## config.mk

```make
export PLATFORM = sky130hd
export DESIGN_NAME = cpu_top
export DESIGN_NICKNAME = d
export VERILOG_FILES = /design/src/design/cpu_pkg.sv /design/src/design/instr_decoder.sv /design/src/design/mcycle_timer.sv /design/src/design/reg_file.sv /design/src/design/cpu_sequencer.sv /design/src/design/cpu_top.sv
export SDC_FILE = /design/constraint.sdc
export NUM_CORES = 1
export LEC_CHECK = 0
export ABC_AREA = 1
export BUFFER_PORTS_ARGS = -buffer_cell sky130_fd_sc_hd__buf_2
export CORE_UTILIZATION = 63
export CTS_CLUSTER_DIAMETER = 200
export DETAILED_ROUTE_END_ITERATION = 6
export PLACE_DENSITY = 0.82
export SLEW_MARGIN = 20
export SYNTH_ARGS = -nofsm -noshare
export SYNTH_HDL_FRONTEND = slang
export SYNTH_SLANG_ARGS = --single-unit
```

## constraint.sdc

```tcl
create_clock -name i_clk -period 7.2 [get_ports i_clk]
set_input_delay 1.44 -clock i_clk [delete_from_list [all_inputs] [get_ports i_clk]]
set_output_delay 1.44 -clock i_clk [all_outputs]
set_load 0.1 [all_outputs]
```

## src/design/cpu_pkg.sv

```systemverilog
package cpu_pkg;

  // ~~~~~~~~~~~~~~~~~~~~
  // Bus and timing
  // ~~~~~~~~~~~~~~~~~~~~

  localparam int ADDR_W   = 16;
  localparam int DATA_W   = 8;
  localparam int T_STATES = 4;  // Clocks per machine cycle.
  localparam int MCYC_W   = 2;

  localparam logic [ADDR_W-1:0] RESET_PC = 16'h0100;

  // Machine-cycle indices, M1 is the opcode fetch.
  localparam logic [MCYC_W-1:0] M1 = 2'd0;
  localparam logic [MCYC_W-1:0] M2 = 2'd1;
  localparam logic [MCYC_W-1:0] M3 = 2'd2;

  // ~~~~~~~~~~~~~~~~~~~~
  // Instruction fields
  // ~~~~~~~~~~~~~~~~~~~~

  typedef enum logic [2:0] {
    REG_B      = 3'd0,
    REG_C      = 3'd1,
    REG_D      = 3'd2,
    REG_E      = 3'd3,
    REG_H      = 3'd4,
    REG_L      = 3'd5,
    REG_HL_MEM = 3'd6,  // Operand is the byte at (HL).
    REG_A      = 3'd7
  } reg_idx_t;

  typedef enum logic [1:0] {
    PAIR_BC = 2'd0,
    PAIR_DE = 2'd1,
    PAIR_HL = 2'd2
  } pair_t;

  typedef enum logic [3:0] {
    OP_NOP,
    OP_LD_R_R,
    OP_LD_R_IMM,
    OP_LD_R_HL,
    OP_LD_HL_R,
    OP_LD_HL_IMM,
    OP_ST_PAIR_A,
    OP_LD_A_PAIR,
    OP_ST_HLI_A,
    OP_LD_A_HLI,
    OP_LD_PAIR_IMM,
    OP_INC_PAIR
  } op_t;

  typedef struct packed {
    op_t               op;
    reg_idx_t          dst;
    reg_idx_t          src;
    pair_t             pair;
    logic              hl_dec;    // HL steps down after the access.
    logic [MCYC_W-1:0] m_cycles;  // Total machine cycles, 1 to 3.
  } decoded_t;

  typedef struct packed {
    logic              byte_en;
    reg_idx_t          byte_idx;
    logic [DATA_W-1:0] byte_data;
    logic              pair_en;
    pair_t             pair;
    logic [ADDR_W-1:0] pair_data;
  } reg_wr_t;

  typedef struct packed {
    logic              en;
    logic [ADDR_W-1:0] addr;
    logic [DATA_W-1:0] data;
  } mem_wr_t;

endpackage

```

## src/design/instr_decoder.sv

```systemverilog
module instr_decoder import cpu_pkg::*; (
  input  logic [DATA_W-1:0] i_ir,
  output decoded_t          o_dec
);

  reg_idx_t          dst_field;
  reg_idx_t          src_field;
  op_t               op;
  reg_idx_t          dst;
  reg_idx_t          src;
  pair_t             pair;
  logic              hl_dec;
  logic [MCYC_W-1:0] m_cycles;

  assign dst_field = reg_idx_t'(i_ir[5:3]);
  assign src_field = reg_idx_t'(i_ir[2:0]);

  // ~~~~~~~~~~~~~~~~~~~~
  // Opcode classes
  // ~~~~~~~~~~~~~~~~~~~~

  always_comb begin
    op     = OP_NOP;
    dst    = dst_field;
    src    = src_field;
    pair   = PAIR_HL;  // Every (HL) form addresses through HL.
    hl_dec = 1'b0;

    if (i_ir[7:6] == 2'b01) begin
      if (dst_field == REG_HL_MEM && src_field == REG_HL_MEM) begin
        op = OP_NOP;  // Opcode 76 is not executed.
      end else if (dst_field == REG_HL_MEM) begin
        op = OP_LD_HL_R;
      end else if (src_field == REG_HL_MEM) begin
        op = OP_LD_R_HL;
      end else begin
        op = OP_LD_R_R;
      end
    end else if (i_ir[7:6] == 2'b00) begin
      if (src_field == REG_HL_MEM) begin
        op = (dst_field == REG_HL_MEM) ? OP_LD_HL_IMM : OP_LD_R_IMM;
      end else begin
        case (i_ir[3:0])
          4'h1: begin
            if (i_ir[5:4] != 2'b11) begin
              op   = OP_LD_PAIR_IMM;
              pair = pair_t'(i_ir[5:4]);
            end
          end
          4'h3: begin
            if (i_ir[5:4] != 2'b11) begin
              op   = OP_INC_PAIR;
              pair = pair_t'(i_ir[5:4]);
            end
          end
          4'h2: begin
            src = REG_A;
            if (!i_ir[5]) begin
              op   = OP_ST_PAIR_A;
              pair = pair_t'(i_ir[5:4]);
            end else begin
              op     = OP_ST_HLI_A;
              hl_dec = i_ir[4];
            end
          end
          4'hA: begin
            dst = REG_A;
            if (!i_ir[5]) begin
              op   = OP_LD_A_PAIR;
              pair = pair_t'(i_ir[5:4]);
            end else begin
              op     = OP_LD_A_HLI;
              hl_dec = i_ir[4];
            end
          end
          default: ;
        endcase
      end
    end
  end

  always_comb begin
    case (op)
      OP_NOP, OP_LD_R_R:             m_cycles = 2'd1;
      OP_LD_HL_IMM, OP_LD_PAIR_IMM:  m_cycles = 2'd3;
      default:                       m_cycles = 2'd2;
    endcase
  end

  assign o_dec = '{op: op, dst: dst, src: src, pair: pair, hl_dec: hl_dec,
                   m_cycles: m_cycles};

endmodule

```

## src/design/mcycle_timer.sv

```systemverilog
module mcycle_timer import cpu_pkg::*; (
  input  logic              i_clk,
  input  logic              i_rst,
  input  logic [MCYC_W-1:0] i_m_cycles,
  output logic [1:0]        o_t_state,
  output logic [MCYC_W-1:0] o_m_cycle,
  output logic              o_instr_end
);

  logic t_last;
  logic m_last;

  assign t_last = (o_t_state == 2'(T_STATES - 1));
  assign m_last = (o_m_cycle == i_m_cycles - MCYC_W'(1));

  // The decode of a new opcode is only valid from T3 of M1 on.
  assign o_instr_end = t_last && m_last;

  always_ff @(posedge i_clk, posedge i_rst) begin
    if (i_rst) begin
      o_t_state <= '0;
      o_m_cycle <= '0;
    end else if (t_last) begin
      o_t_state <= '0;
      if (m_last) begin
        o_m_cycle <= '0;
      end else begin
        o_m_cycle <= o_m_cycle + MCYC_W'(1);
      end
    end else begin
      o_t_state <= o_t_state + 2'd1;
    end
  end

endmodule

```

## src/design/reg_file.sv

```systemverilog
module reg_file import cpu_pkg::*; (
  input  logic              i_clk,
  input  logic              i_rst,
  input  reg_idx_t          i_rd_a_idx,
  input  reg_idx_t          i_rd_b_idx,
  input  reg_wr_t           i_wr,
  output logic [DATA_W-1:0] o_rd_a,
  output logic [DATA_W-1:0] o_rd_b
);

  logic [DATA_W-1:0] r_a;
  logic [DATA_W-1:0] r_b;
  logic [DATA_W-1:0] r_c;
  logic [DATA_W-1:0] r_d;
  logic [DATA_W-1:0] r_e;
  logic [DATA_W-1:0] r_h;
  logic [DATA_W-1:0] r_l;

  function automatic logic [DATA_W-1:0] read_reg(reg_idx_t idx);
    case (idx)
      REG_B:   return r_b;
      REG_C:   return r_c;
      REG_D:   return r_d;
      REG_E:   return r_e;
      REG_H:   return r_h;
      REG_L:   return r_l;
      REG_A:   return r_a;
      default: return '0;  // Memory code has no register behind it.
    endcase
  endfunction

  always_comb begin
    o_rd_a = read_reg(i_rd_a_idx);
    o_rd_b = read_reg(i_rd_b_idx);
  end

  always_ff @(posedge i_clk, posedge i_rst) begin
    if (i_rst) begin
      r_a <= '0;
      r_b <= '0;
      r_c <= '0;
      r_d <= '0;
      r_e <= '0;
      r_h <= '0;
      r_l <= '0;
    end else begin
      if (i_wr.byte_en) begin
        case (i_wr.byte_idx)
          REG_B:   r_b <= i_wr.byte_data;
          REG_C:   r_c <= i_wr.byte_data;
          REG_D:   r_d <= i_wr.byte_data;
          REG_E:   r_e <= i_wr.byte_data;
          REG_H:   r_h <= i_wr.byte_data;
          REG_L:   r_l <= i_wr.byte_data;
          REG_A:   r_a <= i_wr.byte_data;
          default: ;
        endcase
      end
      if (i_wr.pair_en) begin  // Later assignment gives the pair priority.
        case (i_wr.pair)
          PAIR_BC: {r_b, r_c} <= i_wr.pair_data;
          PAIR_DE: {r_d, r_e} <= i_wr.pair_data;
          PAIR_HL: {r_h, r_l} <= i_wr.pair_data;
          default: ;
        endcase
      end
    end
  end

endmodule

```

## src/design/cpu_sequencer.sv

```systemverilog
module cpu_sequencer import cpu_pkg::*; (
  input  logic              i_clk,
  input  logic              i_rst,

  input  logic [DATA_W-1:0] i_mem_rd_data,
  output logic [ADDR_W-1:0] o_mem_rd_addr,
  output mem_wr_t           o_mem_wr,

  output logic [DATA_W-1:0] o_ir,
  input  decoded_t          i_dec,

  input  logic [1:0]        i_t_state,
  input  logic [MCYC_W-1:0] i_m_cycle,
  input  logic              i_instr_end,

  output reg_idx_t          o_rd_a_idx,
  output reg_idx_t          o_rd_b_idx,
  input  logic [DATA_W-1:0] i_rd_a,
  input  logic [DATA_W-1:0] i_rd_b,
  output reg_wr_t           o_reg_wr
);

  logic [ADDR_W-1:0] pc;
  logic [ADDR_W-1:0] pc_next;
  logic [ADDR_W-1:0] bus_addr;
  logic [ADDR_W-1:0] next_addr;
  logic [DATA_W-1:0] ir;
  logic [ADDR_W-1:0] opnd;
  logic [ADDR_W-1:0] pair_val;
  logic [ADDR_W-1:0] step_sum;
  logic [DATA_W-1:0] wr_src;
  logic [DATA_W-1:0] wr_data;
  logic              wr_en;
  logic              t_last;
  logic [MCYC_W-1:0] next_m;
  reg_idx_t          pair_hi;
  reg_idx_t          pair_lo;

  // ~~~~~~~~~~~~~~~~~~~~
  // Cycle usage per op
  // ~~~~~~~~~~~~~~~~~~~~

  function automatic logic pc_cycle(op_t op, logic [MCYC_W-1:0] m);
    logic imm_op;
    imm_op = op inside {OP_LD_R_IMM, OP_LD_HL_IMM, OP_LD_PAIR_IMM};
    return (m == M1) || (m == M2 && imm_op) || (m == M3 && op == OP_LD_PAIR_IMM);
  endfunction

  function automatic logic pair_cycle(op_t op, logic [MCYC_W-1:0] m);
    case (m)
      M2:      return op inside {OP_LD_R_HL, OP_LD_HL_R, OP_ST_PAIR_A,
                                 OP_LD_A_PAIR, OP_ST_HLI_A, OP_LD_A_HLI};
      M3:      return op == OP_LD_HL_IMM;
      default: return 1'b0;
    endcase
  endfunction

  function automatic logic write_cycle(op_t op, logic [MCYC_W-1:0] m);
    case (m)
      M2:      return op inside {OP_LD_HL_R, OP_ST_PAIR_A, OP_ST_HLI_A};
      M3:      return op == OP_LD_HL_IMM;
      default: return 1'b0;
    endcase
  endfunction

  // ~~~~~~~~~~~~~~~~~~~~
  // Register reads
  // ~~~~~~~~~~~~~~~~~~~~

  assign t_last  = (i_t_state == 2'(T_STATES - 1));
  assign pair_hi = reg_idx_t'({i_dec.pair, 1'b0});
  assign pair_lo = reg_idx_t'({i_dec.pair, 1'b1});

  // At T3 the ports show the pair, or the source of a register move.
  assign o_rd_a_idx = t_last ? pair_hi : i_dec.src;
  assign o_rd_b_idx = (i_dec.op == OP_LD_R_R) ? i_dec.src : pair_lo;

  assign pair_val = {i_rd_a, i_rd_b};
  assign step_sum = pair_val + (i_dec.hl_dec ? 16'hFFFF : 16'h0001);

  // ~~~~~~~~~~~~~~~~~~~~
  // Bus address
  // ~~~~~~~~~~~~~~~~~~~~

  assign pc_next   = pc_cycle(i_dec.op, i_m_cycle) ? pc + 16'd1 : pc;
  assign next_m    = i_m_cycle + MCYC_W'(1);
  assign next_addr = pair_cycle(i_dec.op, next_m) ? pair_val : pc_next;

  assign wr_src = (i_dec.op == OP_LD_HL_IMM) ? opnd[DATA_W-1:0] : i_rd_a;

  always_ff @(posedge i_clk, posedge i_rst) begin
    if (i_rst) begin
      pc       <= RESET_PC;
      bus_addr <= RESET_PC;
      ir       <= '0;  // Decodes as NOP.
      wr_en    <= 1'b0;
    end else begin
      case (i_t_state)
        2'd1: wr_en <= write_cycle(i_dec.op, i_m_cycle);  // Strobe covers T2.
        2'd2: begin
          wr_en <= 1'b0;
          if (i_m_cycle == M1) begin
            ir <= i_mem_rd_data;
          end
        end
        2'd3: begin
          pc       <= pc_next;
          bus_addr <= next_addr;
        end
        default: ;
      endcase
    end
  end

  always_ff @(posedge i_clk) begin
    if (i_t_state == 2'd1 && write_cycle(i_dec.op, i_m_cycle)) begin
      wr_data <= wr_src;
    end
    if (i_t_state == 2'd2) begin
      if (i_m_cycle == M2) begin
        opnd[DATA_W-1:0] <= i_mem_rd_data;  // Immediate, low byte or loaded data.
      end else if (i_m_cycle == M3) begin
        opnd[ADDR_W-1:DATA_W] <= i_mem_rd_data;
      end
    end
  end

  // ~~~~~~~~~~~~~~~~~~~~
  // Register writes
  // ~~~~~~~~~~~~~~~~~~~~

  always_comb begin
    o_reg_wr.byte_en   = i_instr_end &&
                         (i_dec.op inside {OP_LD_R_R, OP_LD_R_IMM, OP_LD_R_HL,
                                           OP_LD_A_PAIR, OP_LD_A_HLI});
    o_reg_wr.byte_idx  = i_dec.dst;
    o_reg_wr.byte_data = (i_dec.op == OP_LD_R_R) ? i_rd_b : opnd[DATA_W-1:0];
    o_reg_wr.pair_en   = i_instr_end &&
                         (i_dec.op inside {OP_LD_PAIR_IMM, OP_INC_PAIR,
                                           OP_ST_HLI_A, OP_LD_A_HLI});
    o_reg_wr.pair      = i_dec.pair;
    o_reg_wr.pair_data = (i_dec.op == OP_LD_PAIR_IMM) ? opnd : step_sum;
  end

  assign o_ir          = ir;
  assign o_mem_rd_addr = bus_addr;
  assign o_mem_wr      = '{en: wr_en, addr: bus_addr, data: wr_data};

endmodule

```

## src/design/cpu_top.sv

```systemverilog
module cpu_top import cpu_pkg::*; (
  input  logic              i_clk,
  input  logic              i_rst,
  input  logic [DATA_W-1:0] i_mem_rd_data,
  output logic [ADDR_W-1:0] o_mem_rd_addr,
  output mem_wr_t           o_mem_wr
);

  logic [DATA_W-1:0] ir;
  decoded_t          dec;
  logic [1:0]        t_state;
  logic [MCYC_W-1:0] m_cycle;
  logic              instr_end;
  reg_idx_t          rd_a_idx;
  reg_idx_t          rd_b_idx;
  logic [DATA_W-1:0] rd_a;
  logic [DATA_W-1:0] rd_b;
  reg_wr_t           reg_wr;

  instr_decoder u_instr_decoder (
    .i_ir  (ir),
    .o_dec (dec)
  );

  mcycle_timer u_mcycle_timer (
    .i_clk       (i_clk),
    .i_rst       (i_rst),
    .i_m_cycles  (dec.m_cycles),
    .o_t_state   (t_state),
    .o_m_cycle   (m_cycle),
    .o_instr_end (instr_end)
  );

  reg_file u_reg_file (
    .i_clk      (i_clk),
    .i_rst      (i_rst),
    .i_rd_a_idx (rd_a_idx),
    .i_rd_b_idx (rd_b_idx),
    .i_wr       (reg_wr),
    .o_rd_a     (rd_a),
    .o_rd_b     (rd_b)
  );

  cpu_sequencer u_cpu_sequencer (
    .i_clk         (i_clk),
    .i_rst         (i_rst),
    .i_mem_rd_data (i_mem_rd_data),
    .o_mem_rd_addr (o_mem_rd_addr),
    .o_mem_wr      (o_mem_wr),
    .o_ir          (ir),
    .i_dec         (dec),
    .i_t_state     (t_state),
    .i_m_cycle     (m_cycle),
    .i_instr_end   (instr_end),
    .o_rd_a_idx    (rd_a_idx),
    .o_rd_b_idx    (rd_b_idx),
    .i_rd_a        (rd_a),
    .i_rd_b        (rd_b),
    .o_reg_wr      (reg_wr)
  );

endmodule

```

Word level (Yosys, flattened, before mapping)
Index checks and enable logic that the tools add are counted.
- register bits after elaboration: 125
- bits of input ports: 10
- output and inout port bits: 41
- word-level logic and storage cells: 170
- add/sub/neg operators: 5
- equality and inequality tests: 47
- multiplexer cells: 71
- bitwise gates (word level): 1
- reductions and logical operators: 30
- operator list (cell ; number):
    2-to-1 mux 8 bit ; 26
    one-hot mux 8 bit (7 select lines) ; 2
    2-to-1 mux 16 bit ; 4
    2-to-1 mux 4 bit ; 9
    == test 3 bit (second input constant) ; 11
    2-to-1 mux 3 bit ; 11
    == test 4 bit (second input constant) ; 5
    == test 3 x 2 -> 1 bit (second input constant) ; 6
    adder 16 x 1 -> 16 bit (second input constant) ; 1
    adder 16 bit ; 1
    == test 4 x 2 -> 1 bit (second input constant) ; 4
    == test 4 x 3 -> 1 bit (second input constant) ; 4
    2-to-1 mux 2 bit ; 8
    one-hot mux 4 bit (4 select lines) ; 1
    == test 2 x 1 -> 1 bit (second input constant) ; 5
    == test 2 bit (second input constant) ; 5
    == test 3 x 1 -> 1 bit (second input constant) ; 3
    zero test 3 bit ; 3
    == test 4 x 1 -> 1 bit (second input constant) ; 2
    one-hot mux 2 bit (2 select lines) ; 2
    OR reduction 2 bit ; 4
    logical AND 1 bit ; 7
    zero test 2 bit ; 3
    one-hot mux 1 bit (2 select lines) ; 3
    other kinds (15) ; 24

Depth between registers and ports, before layout
- word-level depth: 16
- depth in mapped cells: 31
- mapped depth without buffers: 31

Modules after synthesis
From an unflattened synthesis, not the netlist that was laid out.
- cells, all modules: 1354
- area total of the unflattened synthesis: 9090.0 sq um
- modules (own cells, without submodules) (module ; instances ; cells each ; area an instance (sq um) ; seq. area each (sq um)):
    cpu_sequencer ; 1 ; 656 ; 4734.5 ; 1749.2
    reg_file ; 1 ; 603 ; 3801.1 ; 1401.3
    instr_decoder ; 1 ; 70 ; 335.3 ; 0.0
    mcycle_timer ; 1 ; 25 ; 219.0 ; 100.1

Worst setup path before layout
OpenSTA, ideal clock, no wires.
- kind: register to register
- start point: register u_cpu_sequencer.ir[0], in the netlist u_cpu_sequencer.o_ir[0]
- end point: register u_reg_file.r_d[6]
- library setup time: 0.118 ns
- data arrival time: 4.172 ns
- required time: 7.082 ns
- setup slack: 2.910 ns
- stages on the path, launching flop included: 31
- path buffers: 0
- clock period less this slack: 4.290 ns
- cell sequence: dfrtp_1 inv_2 nand2_2 nor2_2 nand2_2 nand3_1 nand2_2 inv_2 nand2_1 nor2_4 nand2_4 nor2_8 nand2_1 o22ai_1 inv_1 o21ai_0 nor4_4 fa_1 o31ai_1 inv_1 o221ai_1 a21boi_0 o21ai_0 a21oi_1 o21bai_1 xor2_1 nand2_1 o21ai_0 nand2_1 o21ai_1 inv_1
- word-level cells in the longest chain between the ends: 15
- elaborated cells between the ends (all ways): 79
- classes of those cells: add/sub (2); eq/ne (29); mux (35); reduce/logical (13)
- ends and longest elaborated chain (element ; RTL line ; RTL):
    from (decl) ; cpu_sequencer.sv:27 ; logic [DATA_W-1:0] ir;
    from (signal assigned) ; cpu_sequencer.sv:103 ; ir <= i_mem_rd_data;
    branches (longest 14 deep; another with adder 16 bit) ; -- ;
    2-to-1 mux 8 bit * ; reg_file.sv:59 ; if (i_wr.pair_en) begin
    to (signal assigned) ; reg_file.sv:51 ; REG_D: r_d <= i_wr.byte_data;
    to (signal assigned) ; reg_file.sv:62 ; PAIR_DE: {r_d, r_e} <= i_wr.pair_data;
    to (decl) ; reg_file.sv:14 ; logic [DATA_W-1:0] r_d;
Mark *: on every way between the ends.
A chain may end at the register's enable or synchronous reset.

Worst setup path in the final report
- start point: register u_cpu_sequencer.ir[1], in the netlist u_cpu_sequencer.o_ir[1]
- end point: register u_reg_file.r_b[6]
- word-level cells in the longest chain between the ends: 15
- elaborated cells between the ends (all ways): 79
- classes of those cells: add/sub (2); eq/ne (27); mux (35); reduce/logical (15)
- ends and longest elaborated chain (element ; RTL line ; RTL):
    branches (longest 14 deep; another with adder 16 bit) ; -- ;
    2-to-1 mux 8 bit * ; reg_file.sv:59 ;
    to (signal assigned) ; reg_file.sv:49 ; REG_B: r_b <= i_wr.byte_data;
    to (signal assigned) ; reg_file.sv:61 ; PAIR_BC: {r_b, r_c} <= i_wr.pair_data;
    to (decl) ; reg_file.sv:12 ; logic [DATA_W-1:0] r_b;
Marks and branches as above.

==> flow_metrics.py <==
metrics = {
    "yosys": {
        "synth_nets": 1101,
        "synth_top_area_cell": "dfrtp_1",
        "yosysWarnings": 0,
        "ys.flop_type": "dfrtp_1",
        "synth.yosys.seq_area_share_pct": 39.4,
        "synth_compound_area_share_pct": 20.4,
        "synth_edf_count": 24,
        "synth_most_common_cell": "nand2_1",
        "synthXorXnorAreaFrac_pct": 2.76,
        "ys_ff_latch": 125,
        "synthMuxAreaShare_pct": 0.743,
        "synth_top_family_by_area": "simple AND/OR/NAND/NOR gates",
        "postSynthCellCount": 1068,
        "synth_top_area_share_pct": 30.0,
        "synthTopCellsByArea": "dfrtp_1, nand2_1, edfxtp_1",
        "ys_top_cells_by_count": "nand2_1, inv_1, dfrtp_1",
        "yosys.area_share.adder_pct": 3.58,
        "synthDistinctLibCells": 58,
        "async_flop_share_pct": 80.8,
        "synth_area_um2": 8260,
        "synth-simple-area-share_pct": 22.6,
        "avgSynthCellArea_um2": 7.73,
    },
    "setup_path": {
        "cp_slowest_cell": "dfrtp_1",
        "critPathLaunchType": "flop",
        "r2r_start": "u_cpu_sequencer.o_ir[1]",
        "r2r-end": "u_reg_file.r_b[6]",
        "r2r_setup_slack_ns": 1.69,
        "cp_common_cell": "nand2_1",
        "critPathMaxFanout": 12,
        "cpPeakStageDelay_ns": 0.64,
        "cp.required_ns": 7.51,
        "ff2ff_path_depth": 29,
        "crit_path_end_kind": "flop",
        "cp.buffers_inverters": 4,
        "path_class": "reg -> reg",
        "critical-path-top-delay-family": "compound AO/OA/AOI/OAI gates",
        "cp.arrival_ns": 5.82,
    },
    "clock_tree": {
        "cts_tree": "yes",
        "cts_setup_buffers": 0,
        "cts_buffers": 17,
        "htreeDepth": 4,
        "clkSlewWorstSetupHoldPaths_ns": 0.06,
        "cts_buffer_depth": 2,
        "numClockSinks": 125,
        "root_buffer": "clkbuf_16",
        "ctsResizeCount": 0,
        "clk_latency_ns": 0.43,
        "postCtsHoldBufs": 0,
    },
    "run": {
        "maxCapViolations": 0,
    },
    "sta": {
        "finalMaxSlewViolations": 0,
        "final.period_utilization_pct": 76.5,
        "rsz0062_at_grt": "no",
        "finalHoldViolCount": 0,
        "setup_ws_ns": 1.69,
        "setup_viol": 0,
        "tightest_slew_ns": 0.872,
        "finClkSkew_ns": 0.0135,
        "maxSlewHeadroom_pct": 41.7,
        "setup_tns_ns": 0,
        "period_minus_slack_ns": 5.51,
        "max_freq_mhz": 182,
    },
    "floorplan": {
        "die_x_um": 116,
        "start_util_pct": 64.9,
        "core_um2": 12700,
        "dieArea_um2": 13600,
        "rows": 41,
        "die_y_um": 116,
        "ioPinCount": 51,
    },
    "routing": {
        "routed-via-count": 7779,
        "post-route-drc-count": 0,
        "firstDrtPassIters": 6,
        "drtIter0Drc": 1111,
        "wl_per_cell_um": 19.5,
        "vias_per_cell": 6.06,
        "antenna_violating_nets_post_route": 0,
        "routed_wl_mm": 25.1,
    },
    "global_routing": {
        "antenna_found_initial": 0,
        "grt_usage_pct": 39.3,
        "grt_pass1_wl_mm": 39.0,
        "grt_pass1_vias": 7032,
        "grt.overflow.total": 0,
        "grt_start_max_net_pins": 58,
    },
    "final_layout": {
        "utilization_pct": 71.2,
        "drive_gt1_share_pct": 15.6,
        "diodes": 0,
        "synthToLayoutAreaGrowth_pct": 9.71,
        "fin_nets": 1132,
    },
    "place": {
        "dp_hpwl_mm": 18.6,
        "gp_congestion": 0.993,
        "io_buffer_count": 50,
        "place_ws_ns": 1.85,
    },
    "power": {
        "max-vdd-ir-drop_mv": 0.272,
        "leakage_nw": 4.30,
        "p_per_area_nw_per_um2": 465,
    },
    "min_path": {
        "hold_path_end": "u_cpu_sequencer.wr_en",
        "hp-start": "u_cpu_sequencer.wr_en",
        "holdPathStages": 2,
        "worstHoldPathType": "reg -> reg",
    },
    "status": {
        "status": "finished clean",
    },
}
==> metrics by stage <==
step / instance area [um2] / instances / total power, mW / hold WS [ns]
2_1_floorplan: 8260 / 1068 / 2.79 / 0.450
3_3_place_gp: 8510 / 1252 / 3.32 / 0.463
3_5_place_dp: 8510 / 1252 / 3.34 / 0.475
4_1_cts: 9060 / 1284 / 4.16 / 0.489
5_1_grt: 9060 / 1284 / 4.44 / 0.527
6_report: 9060 / 1284 / 4.21 / 0.485
==> cells in the final DEF (no fill, tap or decap), types with 3 or more instances in the layout <==
master and instances:
edfxtp_1 24, nor3_4 3, nand3_1 38, inv_1 141, nor3_1 8, o221ai_1 3, nand4_1 8, nor2_2 9
clkinv_1 4, inv_2 15, clkinv_2 4, and2_1 5, buf_2 50, o22ai_1 37, xor2_1 24, clkbuf_16 17
a21oi_2 5, clkinvlp_4 6, buf_4 7, o211ai_1 7, nand2_1 204, nand3_2 4, dfrtp_1 99, mux2i_1 5
a22oi_1 15, ha_1 22, o21bai_1 5, nand2_4 5, o21ai_0 86, nor2_4 8, a21oi_1 64, o21ai_1 48
nand2_2 17, a31oi_1 7, o21ai_2 8, nor2_1 68
==> power by group <==
group	internal, mW	leakage, nW	total [mW]	switching [mW]
logic	0.565	2.52	2.35	1.79
registers	0.914	1.53	1.06	0.144
clock network	0.471	0.253	0.803	0.332
total	1.95	4.30	4.21	2.26
==> cell type report <==
cell class                 instances  area [um2]
multi-input combinational        738        4140
fill                            1055        3660
sequential                       125        3250
inverter                         160         604
clock buffer                      17         425
timing repair buffer              57         303
tap                              172         215
clock inverter                    15         124
==> tightest hold or removal path, delay by kind of cell, from the launching register on <==
kind            cells  cell delay (ns)
flops               1             0.34
simple gates        1             0.05
compound gates      1             0.05
==> layer usage <==
| layer | global-route usage [%] | vias up | routed length, um |
|---|---|---|---|
| li1 | - | 3608 | - |
| met1 | 54.3 | 3648 | 10600 |
| met2 | 58.7 | 447 | 11000 |
| met3 | 9.70 | 76 | 2500 |
| met4 | 17.2 | 0 | 965 |
| met5 | 0 | - | 0 |
==> cell families after synthesis <==
family | count (synthesis)
adders and majority gates | 23
xor gates and xnor gates | 26
muxes | 6
and+or+nand+nor | 389
buffers and inverters | 205
AOI/OAI and AO/OA | 294
DFF | 125
==> registers in the layout, indices dropped and copies added (netlist names) <==
| name | flops |
|---|---|
| u_reg_file.r_d | 8 |
| u_reg_file.r_e | 8 |
| u_cpu_sequencer.wr_en | 1 |
| u_mcycle_timer.o_m_cycle | 2 |
| u_reg_file.r_a | 8 |
| u_cpu_sequencer.wr_data | 8 |
| u_reg_file.r_c | 8 |
| u_cpu_sequencer.opnd | 16 |
| u_reg_file.r_b | 8 |
| u_cpu_sequencer.pc | 16 |
| u_reg_file.r_l | 8 |
| u_cpu_sequencer.o_mem_rd_addr | 16 |
| u_reg_file.r_h | 8 |
| u_cpu_sequencer.o_ir | 8 |
| u_mcycle_timer.o_t_state | 2 |
==> worst max path at each step <==
stage,from,to,slack (ns),depth (start not counted)
2_1_floorplan,u_cpu_sequencer.o_ir[0],u_reg_file.r_d[6],2.91,30
3_3_place_gp,u_cpu_sequencer.o_ir[1],u_reg_file.r_b[6],1.97,29
3_5_place_dp,u_cpu_sequencer.o_ir[1],u_reg_file.r_b[6],1.85,29
4_1_cts,u_cpu_sequencer.o_ir[1],u_reg_file.r_b[6],1.77,29
5_1_grt,u_cpu_sequencer.o_ir[1],u_reg_file.r_h[6],1.05,29
6_report,u_cpu_sequencer.o_ir[1],u_reg_file.r_b[6],1.69,29
(Power assumes the default switching activity.)
